### src/rtl/roce_setup_pkg.sv
// shared types and constants for the roce_setup engine
// packed entries put the first stack field at bit 0, so fields are listed msb first
// timing constants are in net_clk cycles
package roce_setup_pkg;

  ////////////////////////////////
  // field widths
  ////////////////////////////////
  localparam int QPN_W   = 24;
  localparam int PSN_W   = 24;
  localparam int RKEY_W  = 16;
  localparam int VADDR_W = 48;
  localparam int IP_W    = 32;
  localparam int PORT_W  = 16;
  localparam int GAP_W   = 9;   // wide enough for the long gap

  ////////////////////////////////
  // encodings and timing
  ////////////////////////////////
  localparam logic [2:0]         QP_STATE_READY_RECV = 3'd2;
  localparam logic [2:0]         OP_RDMA_READ        = 3'd0;
  localparam logic [2:0]         OP_RDMA_WRITE       = 3'd1;
  localparam logic [47:0]        META_WRITE_LADDR    = 48'd4;  // local addr of the write
  localparam logic [GAP_W-1:0]   META_GAP_LONG       = 9'd500; // after read and write
  localparam logic [GAP_W-1:0]   META_GAP_SHORT      = 9'd100; // after the last read
  localparam logic [31:0]        RUN_CYCLES          = 32'd3000;
  localparam logic [IP_W-1:0]    LOCAL_IP_RESET      = 32'hD1D4010B;

  // queue pair entry, 144 bits
  typedef struct packed {
    logic [4:0]         pad;
    logic [VADDR_W-1:0] v_addr;
    logic [RKEY_W-1:0]  r_key;
    logic [PSN_W-1:0]   local_psn;
    logic [PSN_W-1:0]   remote_psn;
    logic [QPN_W-1:0]   qpn;
    logic [2:0]         qp_state;   // bits 2:0
  } qp_entry_t;

  // connection entry, 184 bits
  typedef struct packed {
    logic [PORT_W-1:0]  remote_udp_port;
    logic [IP_W-1:0]    remote_ip;
    logic [95:0]        reserved;
    logic [QPN_W-1:0]   remote_qpn;
    logic [15:0]        local_qpn;  // bits 15:0
  } conn_entry_t;

  // tx metadata command, 160 bits
  typedef struct packed {
    logic [4:0]         pad;
    logic [31:0]        length;
    logic [47:0]        remote_addr;
    logic [47:0]        local_addr;
    logic [QPN_W-1:0]   qpn;
    logic [2:0]         op_code;    // bits 2:0
  } tx_meta_t;

endpackage

### src/rtl/ap_ctrl.sv
// kernel style start/idle/done/ready control
// ap_start is a level, done and ready are the same one cycle pulse
// run timer only advances while ap_start stays high
`timescale 1ns/1ps

module ap_ctrl (
  input  logic net_clk,
  input  logic net_aresetn,
  input  logic ap_start,
  output logic start_pulse,
  output logic ap_idle,
  output logic ap_done,
  output logic ap_ready
);

  logic        start_r;   // ap_start one cycle back
  logic [31:0] run_cnt;

  assign start_pulse = ap_start & ~start_r;  // rising edge of start

  always_ff @(posedge net_clk) begin
    if (!net_aresetn) begin
      start_r <= 1'b0;
      ap_idle <= 1'b1;
    end else begin
      start_r <= ap_start;
      if (ap_done) begin
        ap_idle <= 1'b1;            // back to idle after done
      end else if (start_pulse) begin
        ap_idle <= 1'b0;
      end
    end
  end

  ////////////////////////////////
  // run timer
  ////////////////////////////////
  always_ff @(posedge net_clk) begin
    if (!net_aresetn) begin
      run_cnt <= '0;
      ap_done <= 1'b0;
    end else begin
      ap_done <= 1'b0;               // single cycle pulse
      if (run_cnt == roce_setup_pkg::RUN_CYCLES) begin
        run_cnt <= '0;
        ap_done <= 1'b1;
      end else if (ap_start) begin
        run_cnt <= run_cnt + 32'd1;
      end
    end
  end

  assign ap_ready = ap_done;  // non pipelined kernel

endmodule

### src/rtl/session_params.sv
// snapshot of the host session parameters, taken on start_pulse
// host fields are wider than the stack needs, upper bits are dropped
// local ip is stored byte reversed for the stack
`timescale 1ns/1ps

module session_params (
  input  logic                                 net_clk,
  input  logic                                 net_aresetn,
  input  logic                                 start_pulse,
  input  logic [31:0]                          r_psn,
  input  logic [31:0]                          l_psn,
  input  logic [31:0]                          r_qpn,
  input  logic [31:0]                          l_qpn,
  input  logic [31:0]                          r_ip,
  input  logic [31:0]                          l_ip,
  input  logic [31:0]                          r_udp,
  input  logic [31:0]                          r_key,
  input  logic [31:0]                          len,
  input  logic [63:0]                          v_addr,
  output logic [roce_setup_pkg::PSN_W-1:0]     s_r_psn,
  output logic [roce_setup_pkg::PSN_W-1:0]     s_l_psn,
  output logic [roce_setup_pkg::QPN_W-1:0]     s_r_qpn,
  output logic [roce_setup_pkg::QPN_W-1:0]     s_l_qpn,
  output logic [roce_setup_pkg::IP_W-1:0]      s_r_ip,
  output logic [roce_setup_pkg::PORT_W-1:0]    s_r_udp,
  output logic [roce_setup_pkg::RKEY_W-1:0]    s_r_key,
  output logic [roce_setup_pkg::VADDR_W-1:0]   s_v_addr,
  output logic [31:0]                          s_len,
  output logic [roce_setup_pkg::IP_W-1:0]      local_ip
);

  // session fields, stable for the whole sequence
  always_ff @(posedge net_clk) begin
    if (start_pulse) begin
      s_r_psn  <= r_psn[roce_setup_pkg::PSN_W-1:0];
      s_l_psn  <= l_psn[roce_setup_pkg::PSN_W-1:0];
      s_r_qpn  <= r_qpn[roce_setup_pkg::QPN_W-1:0];
      s_l_qpn  <= l_qpn[roce_setup_pkg::QPN_W-1:0];
      s_r_ip   <= r_ip;
      s_r_udp  <= r_udp[roce_setup_pkg::PORT_W-1:0];
      s_r_key  <= r_key[roce_setup_pkg::RKEY_W-1:0];
      s_v_addr <= v_addr[roce_setup_pkg::VADDR_W-1:0];  // 48 bit virtual addr
      s_len    <= len;
    end
  end

  always_ff @(posedge net_clk) begin
    if (!net_aresetn) begin
      local_ip <= roce_setup_pkg::LOCAL_IP_RESET;
    end else if (start_pulse) begin
      local_ip <= {<<8{l_ip}};       // byte swap
    end
  end

endmodule

### src/rtl/qp_setup_fsm.sv
// issues the fixed setup sequence: 2 qp entries, 2 conn entries, 3 tx meta
// runs once per reset, later starts are ignored
// every command holds until accepted, meta steps also wait out a gap
`timescale 1ns/1ps

module qp_setup_fsm (
  input  logic                                 net_clk,
  input  logic                                 net_aresetn,
  input  logic                                 start_pulse,
  input  logic [roce_setup_pkg::PSN_W-1:0]     s_r_psn,
  input  logic [roce_setup_pkg::PSN_W-1:0]     s_l_psn,
  input  logic [roce_setup_pkg::QPN_W-1:0]     s_r_qpn,
  input  logic [roce_setup_pkg::QPN_W-1:0]     s_l_qpn,
  input  logic [roce_setup_pkg::IP_W-1:0]      s_r_ip,
  input  logic [roce_setup_pkg::PORT_W-1:0]    s_r_udp,
  input  logic [roce_setup_pkg::RKEY_W-1:0]    s_r_key,
  input  logic [roce_setup_pkg::VADDR_W-1:0]   s_v_addr,
  input  logic [31:0]                          s_len,
  output logic                                 qp_valid,
  input  logic                                 qp_ready,
  output roce_setup_pkg::qp_entry_t            qp_data,
  output logic                                 conn_valid,
  input  logic                                 conn_ready,
  output roce_setup_pkg::conn_entry_t          conn_data,
  output logic                                 meta_valid,
  input  logic                                 meta_ready,
  output roce_setup_pkg::tx_meta_t             meta_data
);

  typedef enum logic [2:0] {
    IDLE, QP_REMOTE, QP_LOCAL, CONN_FWD, CONN_REV, META_READ, META_WRITE, META_READ_2
  } state_t;

  state_t                             state;
  logic                               seq_done;   // sequence already ran
  logic                               meta_sent;  // current meta cmd accepted
  logic [roce_setup_pkg::GAP_W-1:0]   gap_cnt;
  logic [roce_setup_pkg::GAP_W-1:0]   gap_lim;
  logic                               meta_state;
  logic                               gap_ok;
  logic                               qp_fire;
  logic                               conn_fire;
  logic                               meta_fire;

  assign meta_state = (state == META_READ) || (state == META_WRITE) || (state == META_READ_2);
  assign qp_valid   = (state == QP_REMOTE) || (state == QP_LOCAL);
  assign conn_valid = (state == CONN_FWD) || (state == CONN_REV);
  assign meta_valid = meta_state && !meta_sent;  // one shot per meta state
  assign qp_fire    = qp_valid && qp_ready;
  assign conn_fire  = conn_valid && conn_ready;
  assign meta_fire  = meta_valid && meta_ready;

  // last read only needs the short gap
  assign gap_lim = (state == META_READ_2) ? roce_setup_pkg::META_GAP_SHORT :
                                            roce_setup_pkg::META_GAP_LONG;
  assign gap_ok  = meta_sent && (gap_cnt == gap_lim);

  ////////////////////////////////
  // sequencer
  ////////////////////////////////
  always_ff @(posedge net_clk) begin
    if (!net_aresetn) begin
      state     <= IDLE;
      seq_done  <= 1'b0;
      meta_sent <= 1'b0;
      gap_cnt   <= '0;
    end else begin
      case (state)
        IDLE:        if (start_pulse && !seq_done) state <= QP_REMOTE;
        QP_REMOTE:   if (qp_fire) state <= QP_LOCAL;
        QP_LOCAL:    if (qp_fire) state <= CONN_FWD;
        CONN_FWD:    if (conn_fire) state <= CONN_REV;
        CONN_REV:    if (conn_fire) state <= META_READ;
        META_READ:   if (gap_ok) state <= META_WRITE;
        META_WRITE:  if (gap_ok) state <= META_READ_2;
        META_READ_2: begin
          if (gap_ok) begin
            state    <= IDLE;
            seq_done <= 1'b1;          // stay idle until reset
          end
        end
        default:     state <= IDLE;
      endcase

      // gap counts from acceptance, not from state entry
      if (meta_fire) begin
        meta_sent <= 1'b1;
        gap_cnt   <= '0;
      end else if (gap_ok) begin
        meta_sent <= 1'b0;
        gap_cnt   <= '0;
      end else if (meta_sent) begin
        gap_cnt   <= gap_cnt + 1'b1;
      end
    end
  end

  ////////////////////////////////
  // command payloads
  ////////////////////////////////
  always_comb begin
    qp_data          = '0;            // pad stays zero
    qp_data.qp_state = roce_setup_pkg::QP_STATE_READY_RECV;
    qp_data.r_key    = s_r_key;
    qp_data.v_addr   = s_v_addr;
    if (state == QP_LOCAL) begin
      qp_data.qpn        = s_l_qpn;
      qp_data.remote_psn = s_l_psn;   // psns swapped for the local side
      qp_data.local_psn  = s_r_psn;
    end else begin
      qp_data.qpn        = s_r_qpn;
      qp_data.remote_psn = s_r_psn;
      qp_data.local_psn  = s_l_psn;
    end

    conn_data                 = '0;   // reserved stays zero
    conn_data.remote_udp_port = s_r_udp;
    if (state == CONN_REV) begin
      conn_data.local_qpn  = s_r_qpn[15:0];
      conn_data.remote_qpn = s_l_qpn;
      conn_data.remote_ip  = s_r_ip;
    end else begin
      conn_data.local_qpn  = s_l_qpn[15:0];
      conn_data.remote_qpn = s_r_qpn;
      conn_data.remote_ip  = {<<8{s_r_ip}};  // byte reversed
    end

    meta_data        = '0;            // remote addr and pad zero
    meta_data.qpn    = s_l_qpn;
    meta_data.length = s_len;
    if (state == META_WRITE) begin
      meta_data.op_code    = roce_setup_pkg::OP_RDMA_WRITE;
      meta_data.local_addr = roce_setup_pkg::META_WRITE_LADDR;
    end else begin
      meta_data.op_code    = roce_setup_pkg::OP_RDMA_READ;
    end
  end

endmodule

### src/rtl/cmd_slice.sv
// two entry valid/ready register slice, full throughput
// in_ready is registered and only depends on the skid entry
`timescale 1ns/1ps

module cmd_slice #(
  parameter type payload_t = logic [7:0]
) (
  input  logic     net_clk,
  input  logic     net_aresetn,
  input  logic     in_valid,
  output logic     in_ready,
  input  payload_t in_data,
  output logic     out_valid,
  input  logic     out_ready,
  output payload_t out_data
);

  logic     skid_valid;
  payload_t skid_data;
  logic     load_main;   // output register free or draining this cycle
  logic     load_skid;   // output stalled, park the input

  assign in_ready  = ~skid_valid;  // full only when skid holds an entry
  assign load_main = out_ready | ~out_valid;
  assign load_skid = in_valid & in_ready & ~load_main;

  always_ff @(posedge net_clk) begin
    if (!net_aresetn) begin
      out_valid  <= 1'b0;
      skid_valid <= 1'b0;
    end else if (load_main) begin
      out_valid  <= skid_valid | in_valid;  // skid drains first
      skid_valid <= 1'b0;
    end else if (load_skid) begin
      skid_valid <= 1'b1;
    end
  end

  always_ff @(posedge net_clk) begin
    if (load_main) begin
      out_data <= skid_valid ? skid_data : in_data;
    end
    if (load_skid) begin
      skid_data <= in_data;
    end
  end

endmodule

### src/rtl/roce_setup_top.sv
// roce connection setup engine, host side
// one session per reset, commands leave through registered slices
`timescale 1ns/1ps

module roce_setup_top (
  input  logic                                net_clk,
  input  logic                                net_aresetn,
  input  logic                                ap_start,
  output logic                                ap_idle,
  output logic                                ap_done,
  output logic                                ap_ready,
  input  logic [31:0]                         r_psn,
  input  logic [31:0]                         l_psn,
  input  logic [31:0]                         r_qpn,
  input  logic [31:0]                         l_qpn,
  input  logic [31:0]                         r_ip,
  input  logic [31:0]                         l_ip,
  input  logic [31:0]                         r_udp,
  input  logic [31:0]                         r_key,
  input  logic [31:0]                         len,
  input  logic [63:0]                         v_addr,
  output logic                                qp_valid,
  input  logic                                qp_ready,
  output roce_setup_pkg::qp_entry_t           qp_data,
  output logic                                conn_valid,
  input  logic                                conn_ready,
  output roce_setup_pkg::conn_entry_t         conn_data,
  output logic                                meta_valid,
  input  logic                                meta_ready,
  output roce_setup_pkg::tx_meta_t            meta_data,
  output logic [roce_setup_pkg::IP_W-1:0]     local_ip
);

  logic                                start_pulse;
  logic [roce_setup_pkg::PSN_W-1:0]    s_r_psn;
  logic [roce_setup_pkg::PSN_W-1:0]    s_l_psn;
  logic [roce_setup_pkg::QPN_W-1:0]    s_r_qpn;
  logic [roce_setup_pkg::QPN_W-1:0]    s_l_qpn;
  logic [roce_setup_pkg::IP_W-1:0]     s_r_ip;
  logic [roce_setup_pkg::PORT_W-1:0]   s_r_udp;
  logic [roce_setup_pkg::RKEY_W-1:0]   s_r_key;
  logic [roce_setup_pkg::VADDR_W-1:0]  s_v_addr;
  logic [31:0]                         s_len;

  // sequencer side of the slices
  logic                                fsm_qp_valid;
  logic                                fsm_qp_ready;
  roce_setup_pkg::qp_entry_t           fsm_qp_data;
  logic                                fsm_conn_valid;
  logic                                fsm_conn_ready;
  roce_setup_pkg::conn_entry_t         fsm_conn_data;
  logic                                fsm_meta_valid;
  logic                                fsm_meta_ready;
  roce_setup_pkg::tx_meta_t            fsm_meta_data;

  ap_ctrl u_ap_ctrl (
    .net_clk, .net_aresetn, .ap_start, .start_pulse, .ap_idle, .ap_done, .ap_ready
  );

  session_params u_session_params (
    .net_clk, .net_aresetn, .start_pulse,
    .r_psn, .l_psn, .r_qpn, .l_qpn, .r_ip, .l_ip, .r_udp, .r_key, .len, .v_addr,
    .s_r_psn, .s_l_psn, .s_r_qpn, .s_l_qpn, .s_r_ip, .s_r_udp, .s_r_key, .s_v_addr,
    .s_len, .local_ip
  );

  qp_setup_fsm u_qp_setup_fsm (
    .net_clk, .net_aresetn, .start_pulse,
    .s_r_psn, .s_l_psn, .s_r_qpn, .s_l_qpn, .s_r_ip, .s_r_udp, .s_r_key, .s_v_addr,
    .s_len,
    .qp_valid   (fsm_qp_valid),   .qp_ready   (fsm_qp_ready),   .qp_data   (fsm_qp_data),
    .conn_valid (fsm_conn_valid), .conn_ready (fsm_conn_ready), .conn_data (fsm_conn_data),
    .meta_valid (fsm_meta_valid), .meta_ready (fsm_meta_ready), .meta_data (fsm_meta_data)
  );

  cmd_slice #(.payload_t(roce_setup_pkg::qp_entry_t)) qp_slice (
    .net_clk, .net_aresetn,
    .in_valid  (fsm_qp_valid), .in_ready  (fsm_qp_ready), .in_data  (fsm_qp_data),
    .out_valid (qp_valid),     .out_ready (qp_ready),     .out_data (qp_data)
  );

  cmd_slice #(.payload_t(roce_setup_pkg::conn_entry_t)) conn_slice (
    .net_clk, .net_aresetn,
    .in_valid  (fsm_conn_valid), .in_ready  (fsm_conn_ready), .in_data  (fsm_conn_data),
    .out_valid (conn_valid),     .out_ready (conn_ready),     .out_data (conn_data)
  );

  cmd_slice #(.payload_t(roce_setup_pkg::tx_meta_t)) meta_slice (
    .net_clk, .net_aresetn,
    .in_valid  (fsm_meta_valid), .in_ready  (fsm_meta_ready), .in_data  (fsm_meta_data),
    .out_valid (meta_valid),     .out_ready (meta_ready),     .out_data (meta_data)
  );

endmodule

### config.mk
export PLATFORM = sky130hd
export DESIGN_NAME = roce_setup_top
export DESIGN_NICKNAME = d
export VERILOG_FILES = /design/src/rtl/roce_setup_pkg.sv /design/src/rtl/ap_ctrl.sv /design/src/rtl/session_params.sv /design/src/rtl/qp_setup_fsm.sv /design/src/rtl/cmd_slice.sv /design/src/rtl/roce_setup_top.sv
export SDC_FILE = /design/constraint.sdc
export NUM_CORES = 1
export LEC_CHECK = 0
export BUFFER_PORTS_ARGS = -buffer_cell sky130_fd_sc_hd__buf_4
export CORE_AREA = 10 10 332 334
export DETAILED_ROUTE_END_ITERATION = 12
export DIE_AREA = 0 0 342 344
export GPL_ROUTABILITY_DRIVEN = 0
export PLACE_DENSITY_LB_ADDON = 0.08
export REMOVE_ABC_BUFFERS = 1
export SLEW_MARGIN = 20
export SYNTH_ARGS = -nofsm -noshare
export SYNTH_HDL_FRONTEND = slang
export SYNTH_SLANG_ARGS = --single-unit
### constraint.sdc
create_clock -name net_clk -period 44 [get_ports net_clk]
set_clock_uncertainty 0.2 [all_clocks]
set_input_delay 8.8 -clock net_clk [delete_from_list [all_inputs] [get_ports net_clk]]
set_output_delay 8.8 -clock net_clk [all_outputs]
set_load 0.005 [all_outputs]
==> flow_metrics.tcl, run 1 <==
set metrics [dict create \
    hold_violations 0 \
    crit_type "primary input to register" \
    areaGrowthSynthToFinish_pct 25.1 \
    synth_cell_types 49 \
    place_area_sq_um 39700 \
    cp_max_fo 94 \
    cellLeakagePower_nw 16.0 \
    slowest_stage "buf_4" \
    fin_area_sq_um 42900 \
    fin_setup_tns_ps 0 \
    status "finished clean" \
    required_ps 44080 \
    seqPwrFrac_pct 49.1 \
    synth_common_cells "edfxtp_1, mux2_2, buf_4, dfxtp_1, nand2_1" \
    power.share.clock_pct 38.4 \
    firstDrtPassIters 4 \
    hold_buffers 0 \
    ys_seq_area_share_pct 75.3 \
    fin_crit_sh_pct 26.2 \
    postCtsSetupBuffers 0 \
    nFillCells 9362 \
    ir_drop_mv 0.0323 \
    period_needed_ps 11550 \
    cp-start-kind "primary input" \
    maxSlewViolCount 0 \
    synthFlopType "edfxtp_1" \
    drtAntennaViolNets 0 \
    rows 118 \
    fmax_ghz 0.0866 \
    final_cells 4027 \
    post-dp-hpwl_mm 62.0 \
    layout_setup_ws_ps 32450 \
    grt_max_degree 115 \
    worst_pin_slew_ps 1040 \
    antenna_found_initial 14 \
    relSlewSlack_pct 30.8 \
    dieArea_sq_um 118000 \
    synth.most_common_cell "edfxtp_1" \
    synth_top_area_share_pct 70.2 \
    die_h_um 344 \
    via_count 17863 \
    synth_warnings 0 \
    synth_seq_cells 889 \
    combPwrFrac_pct 12.5 \
    ioPinCount 884 \
    dp_worst_setup_slack_ps 31620 \
    grt_pass1_wl_mm 133 \
    netlist_area_sq_um 34300 \
    grt_pass1_vias 19116 \
    p_per_area_nw_per_um2 49.9 \
    switching_share_pct 23.3 \
    setup_viol 0 \
    start_util_pct 33.2 \
    synth_edf_count 802 \
    cpPeakStageDelay_ps 820 \
    clockBufferDepth 3 \
    cts_root_buf "clkbuf_16" \
    routed_via_density 4.44 \
    end_kind "register" \
    p_int_mw 1.64 \
    crit_chain "buf_4 > nand2b_1 > buf_4 > inv_8 > buf_4 > buf_4" \
    fin_nets 2933 \
    placedCellCount 3844 \
    rsz0062_at_grt "no" \
    yosysTopAreaCell "edfxtp_1" \
    cts_max_level 3 \
    wirelength_mm 92.9 \
    synth_area_leaders "edfxtp_1, mux2_2, dfxtp_1" \
    cpMostUsedCell "buf_4" \
    core-area_sq_um 103000 \
    p_total_mw 2.14 \
    drt_iter0_markers 777 \
    drv_cap 0 \
    p_sw_mw 0.499 \
    cts_inserted_buffers 101 \
    hold_class "register to register" \
    die_w_um 342 \
    syn_inst 1916 \
    drc 0 \
    clk_latency_ps 660 \
    grt_overflow 0 \
    path_clk_slew_ps 60 \
    synth_area_per_cell_sq_um 17.9 \
    port_buffers 597 \
    avgRoutedWirePerCell_um 23.1 \
    synthArstFlopShare_pct 0 \
    cp.arrival_ps 11620 \
    cts_resized 0 \
    cts.sinks 889 \
    track_usage_pct 15.1 \
    diodes 0 \
    drive_gt1_share_pct 45.4 \
    tritoncts "yes" \
]
cells by family (layout without fill, tap and decap cells):
| group | after synthesis | in the layout | share of synthesized area, % |
|---|---|---|---|
| xor+xnor | 34 | 34 | 0.868 |
| other cells | 2 | 206 | 0.0219 |
| flops | 889 | 889 | 75.3 |
| fa+ha+maj | 8 | 8 | 0.292 |
| mux | 430 | 430 | 14.1 |
| buf+inv | 284 | 811 | 5.43 |
| simple gates | 228 | 228 | 3.16 |
| compound gates | 41 | 41 | 0.828 |
critical path, delay by kind of cell:
kind,cells,cell delay [ps]
AND/OR/NAND/NOR,1,70
buffers and inverters,5,2510
power groups by stage:
stage          Clock, mW  Combinational, mW  Sequential, mW
2_1_floorplan          0              0.104            1.08
6_report           0.823              0.267            1.05
5_1_grt            0.885              0.293            1.06
4_1_cts            0.850              0.277            1.05
3_3_place_gp           0              0.275            1.07
3_5_place_dp           0              0.276            1.07
through the flow:
step	util, %	hold WS [ps]
finish	41.6	239
global route	41.6	246
CTS	41.6	241
detailed placement	38.5	231
global placement	38.5	227
floorplan	-	222
cell usage in the layout (no fill, tap or decap), types with 2 or more instances in the layout:
cell,synthesis,routed
edfxtp_1,802,802
buf_4,210,615
mux2_2,425,425
conb_1,2,206
clkbuf_16,0,104
dfxtp_1,87,84
nand2_1,82,81
nor2_1,55,54
clkbuf_1,45,29
nand3_1,28,28
a21oi_1,26,26
xor2_1,23,23
clkinv_2,0,20
nand4_1,18,18
clkinv_1,0,17
xnor2_1,11,11
inv_1,11,10
bufinv_16,0,10
nor3_1,11,9
ha_1,8,8
nand2b_4,0,4
mux2i_1,4,4
nor4_1,5,4
and3_1,4,4
and2_1,3,3
or4_1,3,3
dfxtp_4,0,3
nand2b_1,6,2
nor3_2,0,2
a211o_1,2,2
nor2b_1,2,2
or3_1,2,2
a31o_2,2,2
inv_6,0,2
final timing paths:
| check | start | to | slack [ps] | cells past startpoint |
|---|---|---|---|---|
| worst max-delay path | ap_start | u_session_params.s_r_ip[0] | 32450 | 6 |
| worst min-delay path | u_session_params.s_r_key[5] | qp_slice.skid_data[80] | 240 | 0 |
| worst max register to register | u_ap_ctrl.start_r | u_session_params.s_r_ip[0] | 40380 | 5 |
| worst min register to register | u_session_params.s_r_key[5] | qp_slice.skid_data[80] | 240 | 0 |
state kept, by name (all words and copies together), names as in the netlist, 3 cells and up:
| name | count |
|---|---|
| u_ap_ctrl.run_cnt | 32 |
| u_session_params.s_r_key | 16 |
| u_session_params.s_len | 32 |
| qp_slice.out_data | 136 |
| conn_slice.skid_data | 88 |
| u_session_params.s_v_addr | 48 |
| u_session_params.s_l_qpn | 24 |
| u_session_params.s_l_psn | 24 |
| meta_slice.skid_data | 57 |
| conn_slice.out_data | 88 |
| qp_slice.skid_data | 136 |
| u_session_params.s_r_udp | 16 |
| meta_slice.out_data | 57 |
| u_session_params.local_ip | 32 |
| u_session_params.s_r_psn | 24 |
| u_qp_setup_fsm.state | 3 |
| u_session_params.s_r_qpn | 24 |
| u_qp_setup_fsm.gap_cnt | 9 |
| u_session_params.s_r_ip | 32 |
per-layer routing:
metal  share of wire (%)  vias up  global-route usage, %
li1                    -     8100                      -
met1                  40     9042                   17.7
met3                 8.9      146                   6.48
met4                 1.9       28                   3.73
met2                  49      547                   25.3
met5                0.18        -                      0
final cells by class:
class | instances | area, sq um | area share (%)
inverters | 11 | 48.8 | 0.114
clock inverters | 50 | 489 | 1.14
repair buffers | 617 | 4650 | 10.8
clock buffers | 133 | 2710 | 6.32
well taps | 1380 | 1730 | 4.03
flip-flops and latches | 889 | 25800 | 60.2
multi-input cells | 947 | 7440 | 17.3
(Power assumes the default switching activity.)
==> run 2: changes to the inputs <==
==> constraint.sdc (replaced) <==
create_clock -name net_clk -period 10.7 [get_ports net_clk]
set_clock_uncertainty 0.2 [all_clocks]
set_input_delay 2.14 -clock net_clk [delete_from_list [all_inputs] [get_ports net_clk]]
set_output_delay 2.14 -clock net_clk [all_outputs]
set_load 0.005 [all_outputs]
==> flow_metrics.tcl, run 2 (synthesized netlist as in run 1, its figures left out) <==
set metrics [dict create \
    drt_iter0_markers 942 \
    layout_setup_ws_ps 5790 \
    routed_via_density 4.42 \
    fin_area_sq_um 43000 \
    fin_nets 2933 \
    end_kind "register" \
    cp.arrival_ps 5000 \
    cts_root_buf "clkbuf_16" \
    hold_class "register to register" \
    rsz0062_at_grt "no" \
    min_from "u_session_params.s_len[17]" \
    status "finished clean" \
    grt_overflow 0 \
    fin_crit_sh_pct 45.9 \
    cts_max_level 3 \
    nFillCells 9398 \
    period_needed_ps 4910 \
    crit_start "qp_ready" \
    place_area_sq_um 39700 \
    start_util_pct 33.2 \
    globalRouteMet3Util_pct 6.03 \
    firstDrtPassIters 6 \
    rows 118 \
    mostFrequentLayoutCells "edfxtp_1, buf_4, mux2_2, conb_1, clkbuf_16" \
    fmax_ghz 0.204 \
    r2r-end "qp_slice.skid_data[47]" \
    rr_startpoint "qp_slice.out_valid" \
    die_w_um 342 \
    layout_commonest_cell "edfxtp_1" \
    hold_depth 0 \
    r2r_setup_slack_ps 7050 \
    drv_cap 0 \
    grt_max_degree 118 \
    use_met1_pct 18.1 \
    cts_resized 0 \
    worst_pin_slew_ps 1020 \
    post-dp-hpwl_mm 62.1 \
    ir_drop_mv 0.120 \
    grt_pass1_vias 19132 \
    cp-start-kind "primary input" \
    dieArea_sq_um 118000 \
    die_h_um 344 \
    hold_buffers 0 \
    setup_viol 0 \
    fin_setup_tns_ps 0 \
    areaGrowthSynthToFinish_pct 25.4 \
    seq_area_sq_um 25800 \
    cp_max_fo 60 \
    maxSlewViolCount 0 \
    cts.sinks 889 \
    dp_worst_setup_slack_ps 4990 \
    grt_util_met2_pct 25.4 \
    wirelength_mm 93.4 \
    crit_type "primary input to register" \
    port_buffers 597 \
    via_count 17844 \
    antenna_found_initial 13 \
    cts_inserted_buffers 100 \
    p_per_area_nw_per_um2 206 \
    path_clk_slew_ps 60 \
    tritoncts "yes" \
    required_ps 10790 \
    drive_gt1_share_pct 45.6 \
    p_total_mw 8.84 \
    multiInputGateArea_sq_um 7440 \
    final_cells 4036 \
    hold_violations 0 \
    relSlewSlack_pct 32.0 \
    placedCellCount 3844 \
    core-area_sq_um 103000 \
    drtAntennaViolNets 0 \
    avgRoutedWirePerCell_um 23.1 \
    reg2regPathDepth 4 \
    ioPinCount 884 \
    cellLeakagePower_nw 16.1 \
    grt-busiest-layer "met2" \
    min_to "meta_slice.skid_data[140]" \
    postCtsSetupBuffers 0 \
    clk_latency_ps 670 \
    clockBufferDepth 3 \
    drc 0 \
    reg.largest.list "qp_slice.out_data (136), qp_slice.skid_data (136)" \
    grt_pass1_wl_mm 133 \
    track_usage_pct 15.1 \
]
## run 2: worst max-delay path, cell delays in order
cell	delay, ps
buf_4	110
nand2b_4	570
nor4_2	470
buf_4	750
buf_4	830
## run 2: per-layer routing
metal  part of all wire [%]  up-vias
met1                     40     8993
met4                    1.9       22
met2                     50      543
li1                       -     8140
met3                    8.0      146
met5                   0.15        -
## run 2: power by group
group | internal [mW] | switching, mW
clock network | 2.00 | 1.42
logic | 0.536 | 0.560
registers | 4.20 | 0.120
## run 2: final cells by class
type | count | area share, %
diodes | 2 | 0.0116
clock buffers | 126 | 6.26
clock inverters | 63 | 1.36
inverters | 11 | 0.113
multi-input cells | 947 | 17.3
flip-flops and latches | 889 | 60.1
well taps | 1380 | 4.02
repair buffers | 618 | 10.9
## run 2: worst max-delay path by stage
| stage | to |
|---|---|
| after floorplan | qp_slice.skid_data[100] |
| after global placement | qp_slice.skid_data[129] |
| after detailed placement | qp_slice.skid_data[79] |
| after CTS | qp_slice.skid_data[47] |
| after global routing | qp_slice.skid_data[45] |
| final | qp_slice.skid_data[47] |
## run 2: stage by stage
step                util, %  hold slack (ps)
finish                 41.7              236
CTS                    41.6              229
detailed placement     38.5              231
floorplan                 -              222
global route           41.7              252
global placement       38.5              223
==> run 3: changes to the inputs <==
--- a/config.mk
+++ b/config.mk
@@ -5,10 +5,11 @@
 export SDC_FILE = /design/constraint.sdc
 export NUM_CORES = 1
 export LEC_CHECK = 0
+export ABC_AREA = 1
 export BUFFER_PORTS_ARGS = -buffer_cell sky130_fd_sc_hd__buf_4
-export CORE_AREA = 10 10 332 334
+export CORE_AREA = 10 10 334 336
 export DETAILED_ROUTE_END_ITERATION = 12
-export DIE_AREA = 0 0 342 344
+export DIE_AREA = 0 0 344 346
 export GPL_ROUTABILITY_DRIVEN = 0
 export PLACE_DENSITY_LB_ADDON = 0.08
 export REMOVE_ABC_BUFFERS = 1
==> constraint.sdc (replaced) <==
create_clock -name net_clk -period 5.1 [get_ports net_clk]
set_clock_uncertainty 0.2 [all_clocks]
set_input_delay 1.02 -clock net_clk [delete_from_list [all_inputs] [get_ports net_clk]]
set_output_delay 1.02 -clock net_clk [all_outputs]
set_load 0.005 [all_outputs]
==> flow_metrics.tcl, run 3 <==
set metrics [dict create \
    status "finished clean" \
    cp.arrival_ps 3020 \
    grt_pass1_wl_mm 144 \
    synth_edf_count 802 \
    grt_pass1_vias 21738 \
    seqPwrFrac_pct 48.0 \
    hold_violations 0 \
    synth_cell_types 38 \
    port_buffers 597 \
    synth_warnings 0 \
    ir_drop_mv 0.255 \
    p_int_mw 14.5 \
    seq_area_sq_um 25800 \
    p_per_area_nw_per_um2 460 \
    p_sw_mw 5.36 \
    end_kind "register" \
    cts.sinks 889 \
    yosysTopAreaCell "edfxtp_1" \
    synth_seq_cells 889 \
    switching_share_pct 27.0 \
    tritoncts "yes" \
    rows 119 \
    fin_setup_tns_ps 0 \
    clk_latency_ps 690 \
    cellLeakagePower_nw 17.8 \
    rsz0062_at_grt "no" \
    nFillCells 10070 \
    cts_root_buf "clkbuf_16" \
    min_from "u_session_params.s_v_addr[26]" \
    ioPinCount 884 \
    clockBufferDepth 3 \
    synthFlopType "edfxtp_1" \
    drv_cap 0 \
    multiInputGateArea_sq_um 7280 \
    cts_inserted_buffers 101 \
    synth_area_per_cell_sq_um 12.3 \
    via_count 21411 \
    track_usage_pct 16.1 \
    r2r-end "meta_slice.skid_data[16]" \
    required_ps 5230 \
    setup_viol 0 \
    combPwrFrac_pct 16.8 \
    synth.most_common_cell "nand2_1" \
    fin_nets 3816 \
    worst_pin_slew_ps 1090 \
    reg.largest.list "qp_slice.out_data (136), qp_slice.skid_data (136)" \
    grt_overflow 0 \
    synth_common_cells "nand2_1, edfxtp_1, buf_4, nor2_1, inv_1" \
    relSlewSlack_pct 27.2 \
    fin_crit_sh_pct 56.7 \
    ys_seq_area_share_pct 74.2 \
    cp_max_fo 52 \
    drc 0 \
    synthArstFlopShare_pct 0 \
    crit_type "register to register" \
    core-area_sq_um 105000 \
    mostFrequentLayoutCells "nand2_1, edfxtp_1, buf_4, conb_1, nor2_1" \
    cp-start-kind "register" \
    cts_resized 0 \
    hold_buffers 0 \
    syn_inst 2836 \
    fmax_ghz 0.346 \
    reg2regPathDepth 7 \
    grt_max_degree 145 \
    routed_via_density 4.34 \
    r2r_setup_slack_ps 2210 \
    die_w_um 344 \
    wirelength_mm 99.6 \
    power.share.clock_pct 35.2 \
    avgRoutedWirePerCell_um 20.2 \
    cts_max_level 3 \
    post-dp-hpwl_mm 65.5 \
    antenna_found_initial 14 \
    maxSlewViolCount 0 \
    holdWs_ps 246 \
    synth_area_leaders "edfxtp_1, nand2_1, dfxtp_1" \
    firstDrtPassIters 6 \
    netlist_area_sq_um 34800 \
    rr_startpoint "u_qp_setup_fsm.state[0]" \
    hold_class "register to register" \
    drt_iter0_markers 1178 \
    path_clk_slew_ps 70 \
    dieArea_sq_um 119000 \
    min_to "qp_slice.skid_data[117]" \
    drtAntennaViolNets 0 \
    hold_depth 0 \
    postCtsSetupBuffers 0 \
    areaGrowthSynthToFinish_pct 24.2 \
    start_util_pct 33.2 \
    die_h_um 346 \
    drive_gt1_share_pct 23.6 \
    synth_top_area_share_pct 69.2 \
    layout_commonest_cell "nand2_1" \
    period_needed_ps 2890 \
]
[run 3: how the worst max path moves through the flow]
stage | from | to | slack, ps | cells after the start
after detailed placement | qp_ready | qp_slice.skid_data[80] | 1760 | 5
after floorplan | qp_ready | qp_slice.skid_data[100] | -11720 | 3
after CTS | u_qp_setup_fsm.state[0] | conn_slice.skid_data[153] | 2180 | 6
after global placement | conn_ready | conn_slice.skid_data[139] | 1750 | 5
final | u_qp_setup_fsm.state[0] | meta_slice.skid_data[16] | 2210 | 7
after global routing | u_qp_setup_fsm.state[0] | conn_slice.out_data[144] | 2010 | 7
[run 3: critical path: stages (launching register included)]
cell,delay (ps)
dfxtp_1,330
inv_1,110
ha_1,340
nor2_1,160
o21ai_0,360
nand3_1,260
nor2_4,320
buf_12,340
[run 3: cells by family after synthesis]
kind of cell	Yosys count	share of synthesized area, %
buffers and inverters	434	7.25
DFF	889	74.2
adders and majority gates	8	0.288
xor gates and xnor gates	25	0.629
AOI/OAI and AO/OA	211	3.39
and+or+nand+nor	1267	14.2
other	2	0.0216
[run 3: layout make-up]
class	count	share of cell area, %
multi-input combinational	1717	16.8
clock inverter	64	1.27
antenna	9	0.0521
timing repair buffer	621	10.9
sequential	889	59.7
tap	1391	4.02
clock buffer	125	6.10
inverter	120	1.08
[run 3: power by group through the flow]
stage	clock, mW	sequential [mW]	combinational, mW
finish	7.01	9.54	3.33
detailed placement	0	9.70	3.43
global placement	0	9.69	3.38
global route	7.53	9.63	3.70
floorplan	0	9.81	1.27
CTS	7.26	9.56	3.44
[run 3: per-layer routing]
| layer | vias up | part of all wire (%) | track usage [%] |
|---|---|---|---|
| met4 | 12 | 2.0 | 5.28 |
| met1 | 10351 | 40 | 18.9 |
| li1 | 10376 | - | - |
| met3 | 107 | 6.7 | 4.24 |
| met5 | - | 0.087 | 0 |
| met2 | 565 | 52 | 28.1 |
[run 3: through the flow]
step	cell area (sq um)	setup slack, ps	instances	utilization, %	total power [mW]
3_5_place_dp	40000	1760	4738	38.2	13.1
6_report	43300	2210	4936	41.3	19.9
2_1_floorplan	33500	-11720	2726	-	11.1
5_1_grt	43300	2010	4935	41.3	20.9
3_3_place_gp	40000	1750	4738	38.2	13.1
4_1_cts	43200	2180	4927	41.2	20.3
